**config.mk**
```make
export PLATFORM = sky130hd
export DESIGN_NAME = cnn_top
export DESIGN_NICKNAME = d
export VERILOG_FILES = /design/src/design/cnn_pkg.sv /design/src/design/cnn_top.sv /design/src/design/conv_engine.sv /design/src/design/feature_memory.sv /design/src/design/file_reply_tx.sv /design/src/design/host_command_rx.sv
export VERILOG_INCLUDE_DIRS = /design/src /design/src/design
export SDC_FILE = /design/constraint.sdc
export NUM_CORES = 1
export LEC_CHECK = 0
export BUFFER_PORTS_ARGS = -buffer_cell sky130_fd_sc_hd__buf_2
export CORE_MARGIN = 2
export CORE_UTILIZATION = 40
export CTS_CLUSTER_DIAMETER = 120
export DETAILED_ROUTE_END_ITERATION = 8
export HOLD_SLACK_MARGIN = 0.15
export PLACE_DENSITY_LB_ADDON = 0.25
export REMOVE_ABC_BUFFERS = 1
export SLEW_MARGIN = 10
export SYNTH_ARGS = -nofsm -noshare
export SYNTH_HDL_FRONTEND = slang
export SYNTH_SLANG_ARGS = --single-unit
```
**constraint.sdc**
```tcl
create_clock -name clk -period 10.24 [get_ports clk]
set_input_delay 1.024 -clock clk [delete_from_list [all_inputs] [get_ports clk]]
set_output_delay 1.024 -clock clk [all_outputs]
set_load 0.05 [all_outputs]
```
**src/design/cnn_macros.svh**
```systemverilog
`ifndef CNN_MACROS_SVH
`define CNN_MACROS_SVH

// Picture, core and pool window sides
`define PIC_SIZE 8
`define CORE_SIZE 3
`define POOL_SIZE 2

// Right shift after the bias add
`define ACC_SHIFT 4

// Picture, core, bias and result files back to back
`define MEM_DEPTH 83

// Host header bytes
`define HDR_WRITE 8'd87
`define HDR_READ 8'd82
`define HDR_CALC 8'd67

`endif

```
**src/design/cnn_pkg.sv**
```systemverilog
`include "cnn_macros.svh"

package cnn_pkg;

    typedef logic [7:0] byte_t;
    typedef logic [6:0] mem_addr_t;

    typedef enum logic [1:0] {
        FILE_PICTURE,
        FILE_CORE,
        FILE_BIAS,
        FILE_RESULT
    } file_id_t;

    // One write request into the feature memory
    typedef struct packed {
        logic      en;
        mem_addr_t addr;
        byte_t     data;
    } mem_wr_t;

    function automatic mem_addr_t file_base(file_id_t f);
        case (f)
            FILE_PICTURE: return '0;
            FILE_CORE:    return mem_addr_t'(`PIC_SIZE * `PIC_SIZE);
            FILE_BIAS:    return mem_addr_t'(`PIC_SIZE * `PIC_SIZE + `CORE_SIZE * `CORE_SIZE);
            default:      return mem_addr_t'(`PIC_SIZE * `PIC_SIZE + `CORE_SIZE * `CORE_SIZE + 1);
        endcase
    endfunction

    // Each file ends right before the next one starts
    function automatic mem_addr_t file_last(file_id_t f);
        case (f)
            FILE_PICTURE: return file_base(FILE_CORE) - 1'b1;
            FILE_CORE:    return file_base(FILE_BIAS) - 1'b1;
            FILE_BIAS:    return file_base(FILE_RESULT) - 1'b1;
            default:      return mem_addr_t'(`MEM_DEPTH - 1);
        endcase
    endfunction

endpackage

```
**src/design/cnn_top.sv**
```systemverilog
module cnn_top import cnn_pkg::*; (
    input  logic  clk,
    input  logic  reset,
    input  byte_t rx_data,
    input  logic  rx_rdy,
    output byte_t tx_data,
    output logic  tx_en,
    input  logic  tx_busy,
    output logic  fin
);
    mem_wr_t   host_wr;
    mem_wr_t   calc_wr;
    logic      calc_start;
    logic      calc_busy;
    logic      read_start;
    file_id_t  read_file;
    logic      tx_active;
    mem_addr_t rd_addr_a;
    mem_addr_t rd_addr_b;
    byte_t     rd_data_a;
    byte_t     rd_data_b;

    host_command_rx host_command_rx_i (
        .clk        (clk),
        .reset      (reset),
        .rx_data    (rx_data),
        .rx_rdy     (rx_rdy),
        .calc_busy  (calc_busy),
        .tx_active  (tx_active),
        .host_wr    (host_wr),
        .calc_start (calc_start),
        .read_start (read_start),
        .read_file  (read_file)
    );

    feature_memory feature_memory_i (
        .clk       (clk),
        .host_wr   (host_wr),
        .calc_wr   (calc_wr),
        .rd_addr_a (rd_addr_a),
        .rd_data_a (rd_data_a),
        .rd_addr_b (rd_addr_b),
        .rd_data_b (rd_data_b)
    );

    conv_engine conv_engine_i (
        .clk        (clk),
        .reset      (reset),
        .calc_start (calc_start),
        .calc_busy  (calc_busy),
        .fin        (fin),
        .rd_addr_a  (rd_addr_a),
        .rd_data_a  (rd_data_a),
        .calc_wr    (calc_wr)
    );

    file_reply_tx file_reply_tx_i (
        .clk        (clk),
        .reset      (reset),
        .read_start (read_start),
        .read_file  (read_file),
        .tx_active  (tx_active),
        .rd_addr_b  (rd_addr_b),
        .rd_data_b  (rd_data_b),
        .tx_data    (tx_data),
        .tx_en      (tx_en),
        .tx_busy    (tx_busy)
    );

endmodule

```
**src/design/conv_engine.sv**
```systemverilog
`include "cnn_macros.svh"

module conv_engine import cnn_pkg::*; (
    input  logic      clk,
    input  logic      reset,
    input  logic      calc_start,
    output logic      calc_busy,
    output logic      fin,
    output mem_addr_t rd_addr_a,
    input  byte_t     rd_data_a,
    output mem_wr_t   calc_wr
);
    localparam int TAPS = `CORE_SIZE * `CORE_SIZE;
    localparam int POOL_OUT = (`PIC_SIZE - `CORE_SIZE + 1) / `POOL_SIZE;

    typedef enum logic [2:0] {ST_IDLE, ST_LOAD, ST_CONV, ST_DRAIN, ST_WRITE} state_t;

    state_t      state;
    logic        fin_q;
    logic [3:0]  ld_cnt;
    logic [3:0]  ld_idx;
    logic        ld_vld;
    logic [1:0]  pool_r;
    logic [1:0]  pool_c;
    logic        win_r;
    logic        win_c;
    logic [1:0]  tap_r;
    logic [1:0]  tap_c;
    logic [3:0]  tap_d;
    logic        px_vld;
    logic        px_last;
    logic [2:0]  pix_row;
    logic [2:0]  pix_col;
    logic [15:0] prod;
    logic [19:0] acc;
    logic [19:0] acc_sum;
    logic [19:0] biased;
    logic [19:0] shifted;
    byte_t       conv_val;
    byte_t       pool_max;
    byte_t       bias;
    byte_t       core_w [0:TAPS-1];

    assign calc_busy = (state != ST_IDLE);
    // Drops in the same cycle as the start pulse
    assign fin = fin_q && !calc_start;

    assign pix_row = 3'(pool_r * `POOL_SIZE + win_r + tap_r);
    assign pix_col = 3'(pool_c * `POOL_SIZE + win_c + tap_c);
    assign rd_addr_a = (state == ST_LOAD) ? file_base(FILE_CORE) + mem_addr_t'(ld_cnt)
                                          : mem_addr_t'(pix_row * `PIC_SIZE + pix_col);

    // Last tap folds in combinationally during the drain cycle
    assign prod = rd_data_a * core_w[tap_d];
    assign acc_sum = acc + 20'(prod);
    assign biased = acc_sum + 20'(bias);
    assign shifted = biased >> `ACC_SHIFT;
    assign conv_val = (shifted > 20'd255) ? 8'hff : shifted[7:0];

    always_comb begin
        calc_wr.en = (state == ST_WRITE);
        calc_wr.addr = file_base(FILE_RESULT) + mem_addr_t'(pool_r * POOL_OUT + pool_c);
        calc_wr.data = pool_max;
    end

    always_ff @(posedge clk or posedge reset) begin
        if (reset) begin
            state <= ST_IDLE;
            fin_q <= 1'b0;
            ld_cnt <= '0;
            ld_vld <= 1'b0;
            px_vld <= 1'b0;
            acc <= '0;
            pool_max <= '0;
            pool_r <= '0;
            pool_c <= '0;
            win_r <= 1'b0;
            win_c <= 1'b0;
            tap_r <= '0;
            tap_c <= '0;
        end else begin
            ld_vld <= (state == ST_LOAD);
            px_vld <= (state == ST_CONV);
            if (px_vld) begin
                acc <= px_last ? '0 : acc_sum;
            end
            case (state)
                ST_IDLE: begin
                    if (calc_start) begin
                        fin_q <= 1'b0;
                        ld_cnt <= '0;
                        pool_max <= '0;
                        state <= ST_LOAD;
                    end
                end
                ST_LOAD: begin
                    // Nine core bytes and then the bias
                    ld_cnt <= ld_cnt + 1'b1;
                    if (ld_cnt == TAPS) begin
                        state <= ST_CONV;
                    end
                end
                ST_CONV: begin
                    if (tap_c == `CORE_SIZE - 1) begin
                        tap_c <= '0;
                        if (tap_r == `CORE_SIZE - 1) begin
                            tap_r <= '0;
                            state <= ST_DRAIN;
                        end else begin
                            tap_r <= tap_r + 1'b1;
                        end
                    end else begin
                        tap_c <= tap_c + 1'b1;
                    end
                end
                ST_DRAIN: begin
                    if (conv_val > pool_max) begin
                        pool_max <= conv_val;
                    end
                    win_c <= ~win_c;
                    state <= ST_CONV;
                    if (win_c) begin
                        win_r <= ~win_r;
                        if (win_r) begin
                            state <= ST_WRITE;
                        end
                    end
                end
                ST_WRITE: begin
                    pool_max <= '0;
                    state <= ST_CONV;
                    if (pool_c == POOL_OUT - 1) begin
                        pool_c <= '0;
                        if (pool_r == POOL_OUT - 1) begin
                            pool_r <= '0;
                            fin_q <= 1'b1;
                            state <= ST_IDLE;
                        end else begin
                            pool_r <= pool_r + 1'b1;
                        end
                    end else begin
                        pool_c <= pool_c + 1'b1;
                    end
                end
                default: state <= ST_IDLE;
            endcase
        end
    end

    // Tags that travel with each read, and the loaded weights
    always_ff @(posedge clk) begin
        ld_idx <= ld_cnt;
        tap_d <= 4'(tap_r * `CORE_SIZE + tap_c);
        px_last <= (tap_r == `CORE_SIZE - 1) && (tap_c == `CORE_SIZE - 1);
        if (ld_vld) begin
            if (ld_idx == TAPS) begin
                bias <= rd_data_a;
            end else begin
                core_w[ld_idx] <= rd_data_a;
            end
        end
    end

    a_start_when_idle: assert property (@(posedge clk) disable iff (reset)
        calc_start |-> !calc_busy);

endmodule

```
**src/design/feature_memory.sv**
```systemverilog
`include "cnn_macros.svh"

module feature_memory import cnn_pkg::*; (
    input  logic      clk,
    input  mem_wr_t   host_wr,
    input  mem_wr_t   calc_wr,
    input  mem_addr_t rd_addr_a,
    output byte_t     rd_data_a,
    input  mem_addr_t rd_addr_b,
    output byte_t     rd_data_b
);
    byte_t   mem [0:`MEM_DEPTH-1];
    mem_wr_t wr;

    // Host and engine never write in the same cycle
    assign wr = host_wr.en ? host_wr : calc_wr;

    always_ff @(posedge clk) begin
        if (wr.en) begin
            mem[wr.addr] <= wr.data;
        end
        rd_data_a <= mem[rd_addr_a];
        rd_data_b <= mem[rd_addr_b];
    end

    a_single_writer: assert property (@(posedge clk)
        !(host_wr.en && calc_wr.en));

endmodule

```
**src/design/file_reply_tx.sv**
```systemverilog
module file_reply_tx import cnn_pkg::*; (
    input  logic      clk,
    input  logic      reset,
    input  logic      read_start,
    input  file_id_t  read_file,
    output logic      tx_active,
    output mem_addr_t rd_addr_b,
    input  byte_t     rd_data_b,
    output byte_t     tx_data,
    output logic      tx_en,
    input  logic      tx_busy
);
    typedef enum logic [1:0] {ST_IDLE, ST_FETCH, ST_SEND, ST_PULSE} state_t;

    state_t    state;
    mem_addr_t last_addr;

    assign tx_active = (state != ST_IDLE);

    always_ff @(posedge clk or posedge reset) begin
        if (reset) begin
            state <= ST_IDLE;
            rd_addr_b <= '0;
            last_addr <= '0;
            tx_en <= 1'b0;
        end else begin
            tx_en <= (state == ST_SEND) && !tx_busy;
            case (state)
                ST_IDLE: begin
                    if (read_start) begin
                        rd_addr_b <= file_base(read_file);
                        last_addr <= file_last(read_file);
                        state <= ST_FETCH;
                    end
                end
                // Memory read lands here, and the link raises busy after a pulse
                ST_FETCH: state <= ST_SEND;
                ST_SEND: begin
                    if (!tx_busy) begin
                        state <= ST_PULSE;
                    end
                end
                default: begin
                    if (rd_addr_b == last_addr) begin
                        state <= ST_IDLE;
                    end else begin
                        rd_addr_b <= rd_addr_b + 1'b1;
                        state <= ST_FETCH;
                    end
                end
            endcase
        end
    end

    always_ff @(posedge clk) begin
        if (state == ST_SEND) begin
            tx_data <= rd_data_b;
        end
    end

    a_no_send_busy: assert property (@(posedge clk) disable iff (reset)
        tx_en |-> !tx_busy);

endmodule

```
**src/design/host_command_rx.sv**
```systemverilog
`include "cnn_macros.svh"

module host_command_rx import cnn_pkg::*; (
    input  logic     clk,
    input  logic     reset,
    input  byte_t    rx_data,
    input  logic     rx_rdy,
    input  logic     calc_busy,
    input  logic     tx_active,
    output mem_wr_t  host_wr,
    output logic     calc_start,
    output logic     read_start,
    output file_id_t read_file
);
    typedef enum logic [1:0] {ST_HDR, ST_IDX_HI, ST_IDX_LO, ST_DATA} state_t;

    state_t    state;
    logic      is_write;
    logic      hi_zero;
    logic      accept;
    logic      idx_ok;
    file_id_t  idx_file;
    mem_addr_t wr_addr;
    mem_addr_t last_addr;

    // Bytes are dropped while the engine or the transmitter owns the memory
    assign accept = rx_rdy && !calc_busy && !tx_active;
    assign idx_ok = hi_zero && (rx_data[7:2] == '0);
    assign idx_file = file_id_t'(rx_data[1:0]);

    always_comb begin
        host_wr.en = accept && (state == ST_DATA);
        host_wr.addr = wr_addr;
        host_wr.data = rx_data;
    end

    always_ff @(posedge clk or posedge reset) begin
        if (reset) begin
            state <= ST_HDR;
            is_write <= 1'b0;
            hi_zero <= 1'b0;
            wr_addr <= '0;
            last_addr <= '0;
            calc_start <= 1'b0;
            read_start <= 1'b0;
            read_file <= FILE_PICTURE;
        end else begin
            calc_start <= 1'b0;
            read_start <= 1'b0;
            if (accept) begin
                case (state)
                    ST_HDR: begin
                        case (rx_data)
                            `HDR_WRITE: begin
                                is_write <= 1'b1;
                                state <= ST_IDX_HI;
                            end
                            `HDR_READ: begin
                                is_write <= 1'b0;
                                state <= ST_IDX_HI;
                            end
                            `HDR_CALC: calc_start <= 1'b1;
                            default: ;
                        endcase
                    end
                    ST_IDX_HI: begin
                        hi_zero <= (rx_data == '0);
                        state <= ST_IDX_LO;
                    end
                    ST_IDX_LO: begin
                        state <= ST_HDR;
                        if (idx_ok && is_write) begin
                            wr_addr <= file_base(idx_file);
                            last_addr <= file_last(idx_file);
                            state <= ST_DATA;
                        end else if (idx_ok) begin
                            read_start <= 1'b1;
                            read_file <= idx_file;
                        end
                    end
                    default: begin
                        wr_addr <= wr_addr + 1'b1;
                        if (wr_addr == last_addr) begin
                            state <= ST_HDR;
                        end
                    end
                endcase
            end
        end
    end

    // Host writes stay inside the file being written
    a_write_in_file: assert property (@(posedge clk) disable iff (reset)
        host_wr.en |-> (host_wr.addr <= last_addr));

endmodule

```
After elaboration in Yosys (flattened, before gate mapping)

Memories as Yosys holds them, arrays and structs flattened. A register that Yosys moved wholly into a read port is not among the register bits.
Index checks and enable logic that the tools add are counted.

Output and inout bits: 10
Bits in writable memories: 736
Bits of input ports: 12
Logic and storage cells: 197
Memories: 2
Register bits: 108

Memory list:

| name                 | depth | width | read ports | clocked after Yosys merged registers in | wr ports | RTL line             | RTL |
|---|---|---|---|---|---|---|---|
| feature_memory_i.mem | 83    | 8     | 2          | 2                                       | 1        | feature_memory.sv:12 | `` byte_t mem [0:`MEM_DEPTH-1]; `` |
| conv_engine_i.core_w | 9     | 8     | 1          | 1                                       | 1        | conv_engine.sv:42    | `byte_t core_w [0:TAPS-1];` |

Muxes and demuxes: 56
Reductions and logical operators: 46
Add/sub/neg operators: 18
Equality and inequality tests: 36
$lt $le $gt $ge: 2
Multipliers: 3
Bitwise gates (word level): 5

Operator list:

| kind                  | count |
|---|---|
| $pmux W7 S3           | 4 |
| $mux W7               | 4 |
| $pmux W7 S2           | 2 |
| $eq A8 B7 Y1 const B  | 3 |
| $mux W8               | 3 |
| $pmux W8 S3           | 1 |
| $mux W3               | 7 |
| $add A20 B16 Y20      | 1 |
| $add A20 B8 Y20       | 1 |
| $mux W2               | 10 |
| $mux W20              | 1 |
| $eq A2 B2 Y1 const B  | 9 |
| $reduce_and A3 Y1     | 6 |
| $gt A16 B8 Y1 const B | 1 |
| $mul A8 B8 Y16        | 1 |
| $mux W1               | 16 |
| $mux W16              | 1 |
| $ne A2 B2 Y1 const B  | 8 |
| $reduce_and A2 Y1     | 8 |
| $pmux W3 S5           | 1 |
| $add A7 B1 Y7 const B | 2 |
| $eq A7 B7 Y1          | 2 |
| $pmux W2 S3           | 2 |
| $reduce_and A4 Y1     | 3 |
| 31 further kinds      | 69 |

Depth between registers and ports, before layout

Word-level depth: 8
Mapped depth: 38
Gate-level depth less buffers: 34

Cells and area by module

Synthesis repeated with hierarchy kept, for this count alone.

Cells, all modules: 2833
Area total of the unflattened synthesis: 43488.0 um2

By module, submodules not included:

| module          | area each (um2) | cells each | sequential area each (um2) | times used |
|---|---|---|---|---|
| feature_memory  | 31939.4         | 1778       | 20259.4                    | 1 |
| conv_engine     | 8967.4          | 805        | 3783.6                     | 1 |
| host_command_rx | 1355.0          | 134        | 500.5                      | 1 |
| file_reply_tx   | 1226.2          | 116        | 615.6                      | 1 |

Least setup slack after synthesis

Ideal clock, no wire load.

Path kind: register to register
Start point: register with a tool-made name
End point: register conv_engine_i.pool_max[0]
Clock period less this slack: 8.582 ns
Path buffers: 4
Data required time: 10.099 ns
Stages on the path, launching flop included: 36
Path slack: 1.658 ns
Library setup time: 0.141 ns
Arrival time: 8.441 ns
Cells stage by stage: dfxtp_1 -> clkbuf_1 -> buf_1 -> mux4_2 -> mux2i_1 -> nor2_1 -> a21oi_1 -> nor2b_1 -> fa_1 -> fa_1 -> inv_1 -> fa_1 -> fa_1 -> inv_1 -> ha_1 -> xnor2_1 -> ha_1 -> and2_1 -> a22o_1 -> a2111oi_0 -> nor4_1 -> and2_1 -> a211oi_1 -> nand4b_1 -> o21ai_2 -> buf_4 -> nand2_1 -> ha_1 -> a21o_1 -> a211o_1 -> a21oi_1 -> o21ai_0 -> o311a_1 -> clkbuf_1 -> a21oi_1 -> a31oi_1

RTL lines:

| item                 | RTL line           | RTL |
|---|---|---|
| end signal, assigned | conv_engine.sv:118 | `pool_max <= conv_val;` |
| end, declared        | conv_engine.sv:40  | `byte_t pool_max;` |

==> impl_metrics.ini <==
[outcome]
outcome = finished, final reports clean

[pwr]
p_seq_share_pct = 40.9
powerDensity_nw_per_um2 = 215
p_comb_share_pct = 25.5
p_clk_share_pct = 33.7
vdd_drop_max_uv = 206
p_leak_nw = 16.2
switchingPower_mw = 3.11
swShare_pct = 30.6
intPower_mw = 7.05

[drt]
via_count = 25083
first_pass_iters = 7
drt_iter0_markers = 2758
drcViolationCount = 0
wl_um = 116000
ant_nets = 0
wl_per_cell_um = 27.7
drt-vias-per-instance = 5.97

[clock_tree]
cts.hold.buffers_added = 0
cts_sinks = 860
cts_setup_buffers = 0
tritoncts = yes
cts_resized = 0
path_clk_slew_ns = 0.06
cts_max_level = 3
clockBufferDepth = 3
cts-root-buf = clkbuf_16
cts_buffers = 94
clk_latency_ns = 0.69

[floorplanning]
die_area_sq_um = 109000
initial_core_util_pct = 40.3
die_w_um = 330
ios = 22
die_h_um = 330
coreArea_sq_um = 105000
rows = 119

[worst_setup_path]
required_ns = 10.82
path_max_fanout = 16
critPathMostFrequentCell = fa_1
crit_path_end_kind = register
cp.arrival_ns = 9.87
start_kind = register
worst-setup-path-type = reg -> reg
cp_slowest_cell = dfxtp_1
cp_slowest_stage_delay_ns = 0.85

[place]
hpwl_um = 73900
pre_cts_ws_ns = 1.02
io_buffers = 21
dp_cells = 4019
gp_congestion = 0.888

[final_layout]
final_nets = 2877
layout.cells.non_filler = 4200
fill_cells = 9060
final_core_util_pct = 44.9
drive_gt1_share_pct = 21.6
area_growth_pct = 11.4
final_common_cell = edfxtp_1
final_cell_mix = edfxtp_1 (752), mux4_2 (365), nand2_1 (303)

[global_routing]
gr-usage-all-layers_pct = 21.7
first_global_vias = 26213
top_usage_layer = met2
grt-ovfl-total = 0
grt_antenna_before_repair = 6
use_met3_pct = 4.45
grt_use_met1_pct = 29.1
met2_usage_pct = 35.0
grt_start_max_net_pins = 102
grt_pass1_wl_um = 173000

[timing]
finClkSkew_ns = 0.0469
finalMaxSlewViolations = 0
max_freq_mhz = 108
finalSetupViolations = 0
min_period_ns = 9.29
relSlewSlack_pct = 14.5
final.period_utilization_pct = 90.7
worst_pin_slew_ns = 1.28
rsz0062_at_grt = false
setup_tns_ns = 0
hold_violations = 0
final.setup.worst_slack_ns = 0.952

[yosys]
async_flop_share_pct = 9.65
synthesis.area_sq_um = 42500
synth.area.top_cells = edfxtp_1 (53%), mux4_2 (19%), dfrtp_1 (4.9%)
synthFlopType = edfxtp_1
synth_warnings = 0
synth_edf_count = 752
yosys.area.top_type = edfxtp_1
syn_area_per_cell_sq_um = 15.7
ys_types = 67
ys_seq_area_share_pct = 59.3
synth_top_area_share_pct = 53.2
synth-seq-cells = 860
postSynthCellCount = 2710

[worst_hold_path]
worst_hold_path_type = in -> async

[run]
max_cap_viol_count = 0
[power groups by stage]
stage	logic, mW	clock network, mW	registers [mW]
after detailed placement	2.58	0	4.22
after CTS	2.59	3.47	4.15
after floorplan	1.83	0	4.38
after global placement	2.55	0	4.22
after global routing	2.76	3.62	4.17
final	2.59	3.42	4.15
[routing by layer]
layer  vias to the layer above  share of wire, %
met5                         -             0.022
met2                      1137                48
met3                       268               8.2
met1                     13070                39
li1                      10604                 -
met4                         4               4.2
[critical path: cells and delay by family, from the launching register on]
kind	cells	cell delay, ns
compound gates	11	3.13
xor+xnor	1	0.25
buf+inv	3	0.38
fa+ha+maj	6	2.65
flops	1	0.85
mux	2	0.70
simple gates	8	1.23
[flip-flops by register name, indices dropped and copies added, names as in the netlist, 5 cells and up, named ones only]
register / flops
feature_memory_i.mem: 664
conv_engine_i.core_w: 72
host_command_rx_i.last_addr: 5
conv_engine_i.pool_max: 8
feature_memory_i.rd_data_b: 8
feature_memory_i.rd_data_a: 8
conv_engine_i.acc: 20
conv_engine_i.bias: 8
file_reply_tx_i.rd_addr_b: 7
file_reply_tx_i.last_addr: 5
host_command_rx_i.wr_addr: 7
file_reply_tx_i.tx_data: 8
[metrics by stage]
stage | hold WS, ns | power [mW] | cell area (sq um)
2_1_floorplan | 0.386 | 6.21 | 41800
3_3_place_gp | 0.394 | 6.77 | 44200
3_5_place_dp | 0.391 | 6.81 | 44200
4_1_cts | 0.388 | 10.2 | 47300
5_1_grt | 0.420 | 10.5 | 47300
6_report | 0.398 | 10.2 | 47300
[kinds of logic (layout without fill, tap and decap cells)]
kind of cell / after synthesis / count (layout) / synth area share (%)
other cells: 0 / 4 / 0
mux: 418 / 418 / 20.8
compound gates: 255 / 255 / 3.64
xor+xnor: 37 / 37 / 0.763
simple gates: 715 / 715 / 7.67
buf+inv: 284 / 379 / 2.75
fa+ha+maj: 141 / 141 / 5.14
flops: 860 / 860 / 59.3
[cells in the mapped netlist (8+ instances only)]
cell type    n
edfxtp_1   752
mux4_2     365
nand2_1    303
nor2_1     153
inv_1      140
ha_1        85
dfrtp_1     83
o21ai_0     70
nand3_1     69
clkbuf_1    67
fa_1        56
a21oi_1     55
nor2b_1     49
a31oi_1     46
buf_2       40
and3_1      39
mux2i_1     37
buf_1       28
dfxtp_1     25
nor3_1      24
xor2_1      21
nand2b_1    20
xnor2_1     16
o22ai_1     14
o21ai_1     12
mux2_2      11
nand4_1     11
a221oi_1     9
and2_1       9
or3_1        8
[final timing paths]
kind,cells past startpoint,slack [ns],end
setup / recovery,31,0.95,conv_engine_i.pool_max[3]
hold / removal,2,0.40,conv_engine_i.acc[10]
setup reg to reg,31,0.95,conv_engine_i.pool_max[3]
hold reg to reg,0,0.41,file_reply_tx_i.tx_data[2]
max in group asynchronous,3,8.68,file_reply_tx_i.rd_addr_b[2]
min in group clk,0,0.41,file_reply_tx_i.tx_data[2]
[layout make-up]
| type | count | area [sq um] | share of cell area [%] |
|---|---|---|---|
| Multi-Input combinational cell | 1566 | 16300 | 34.5 |
| Tap cell | 1391 | 1740 | 3.68 |
| Timing Repair Buffer | 62 | 425 | 0.899 |
| Sequential cell | 860 | 25200 | 53.2 |
| Clock buffer | 128 | 2590 | 5.48 |
| Clock inverter | 49 | 533 | 1.13 |
| Inverter | 140 | 527 | 1.11 |
| Antenna cell | 4 | 10.0 | 0.0212 |
Power figures use the tool's default switching activity.
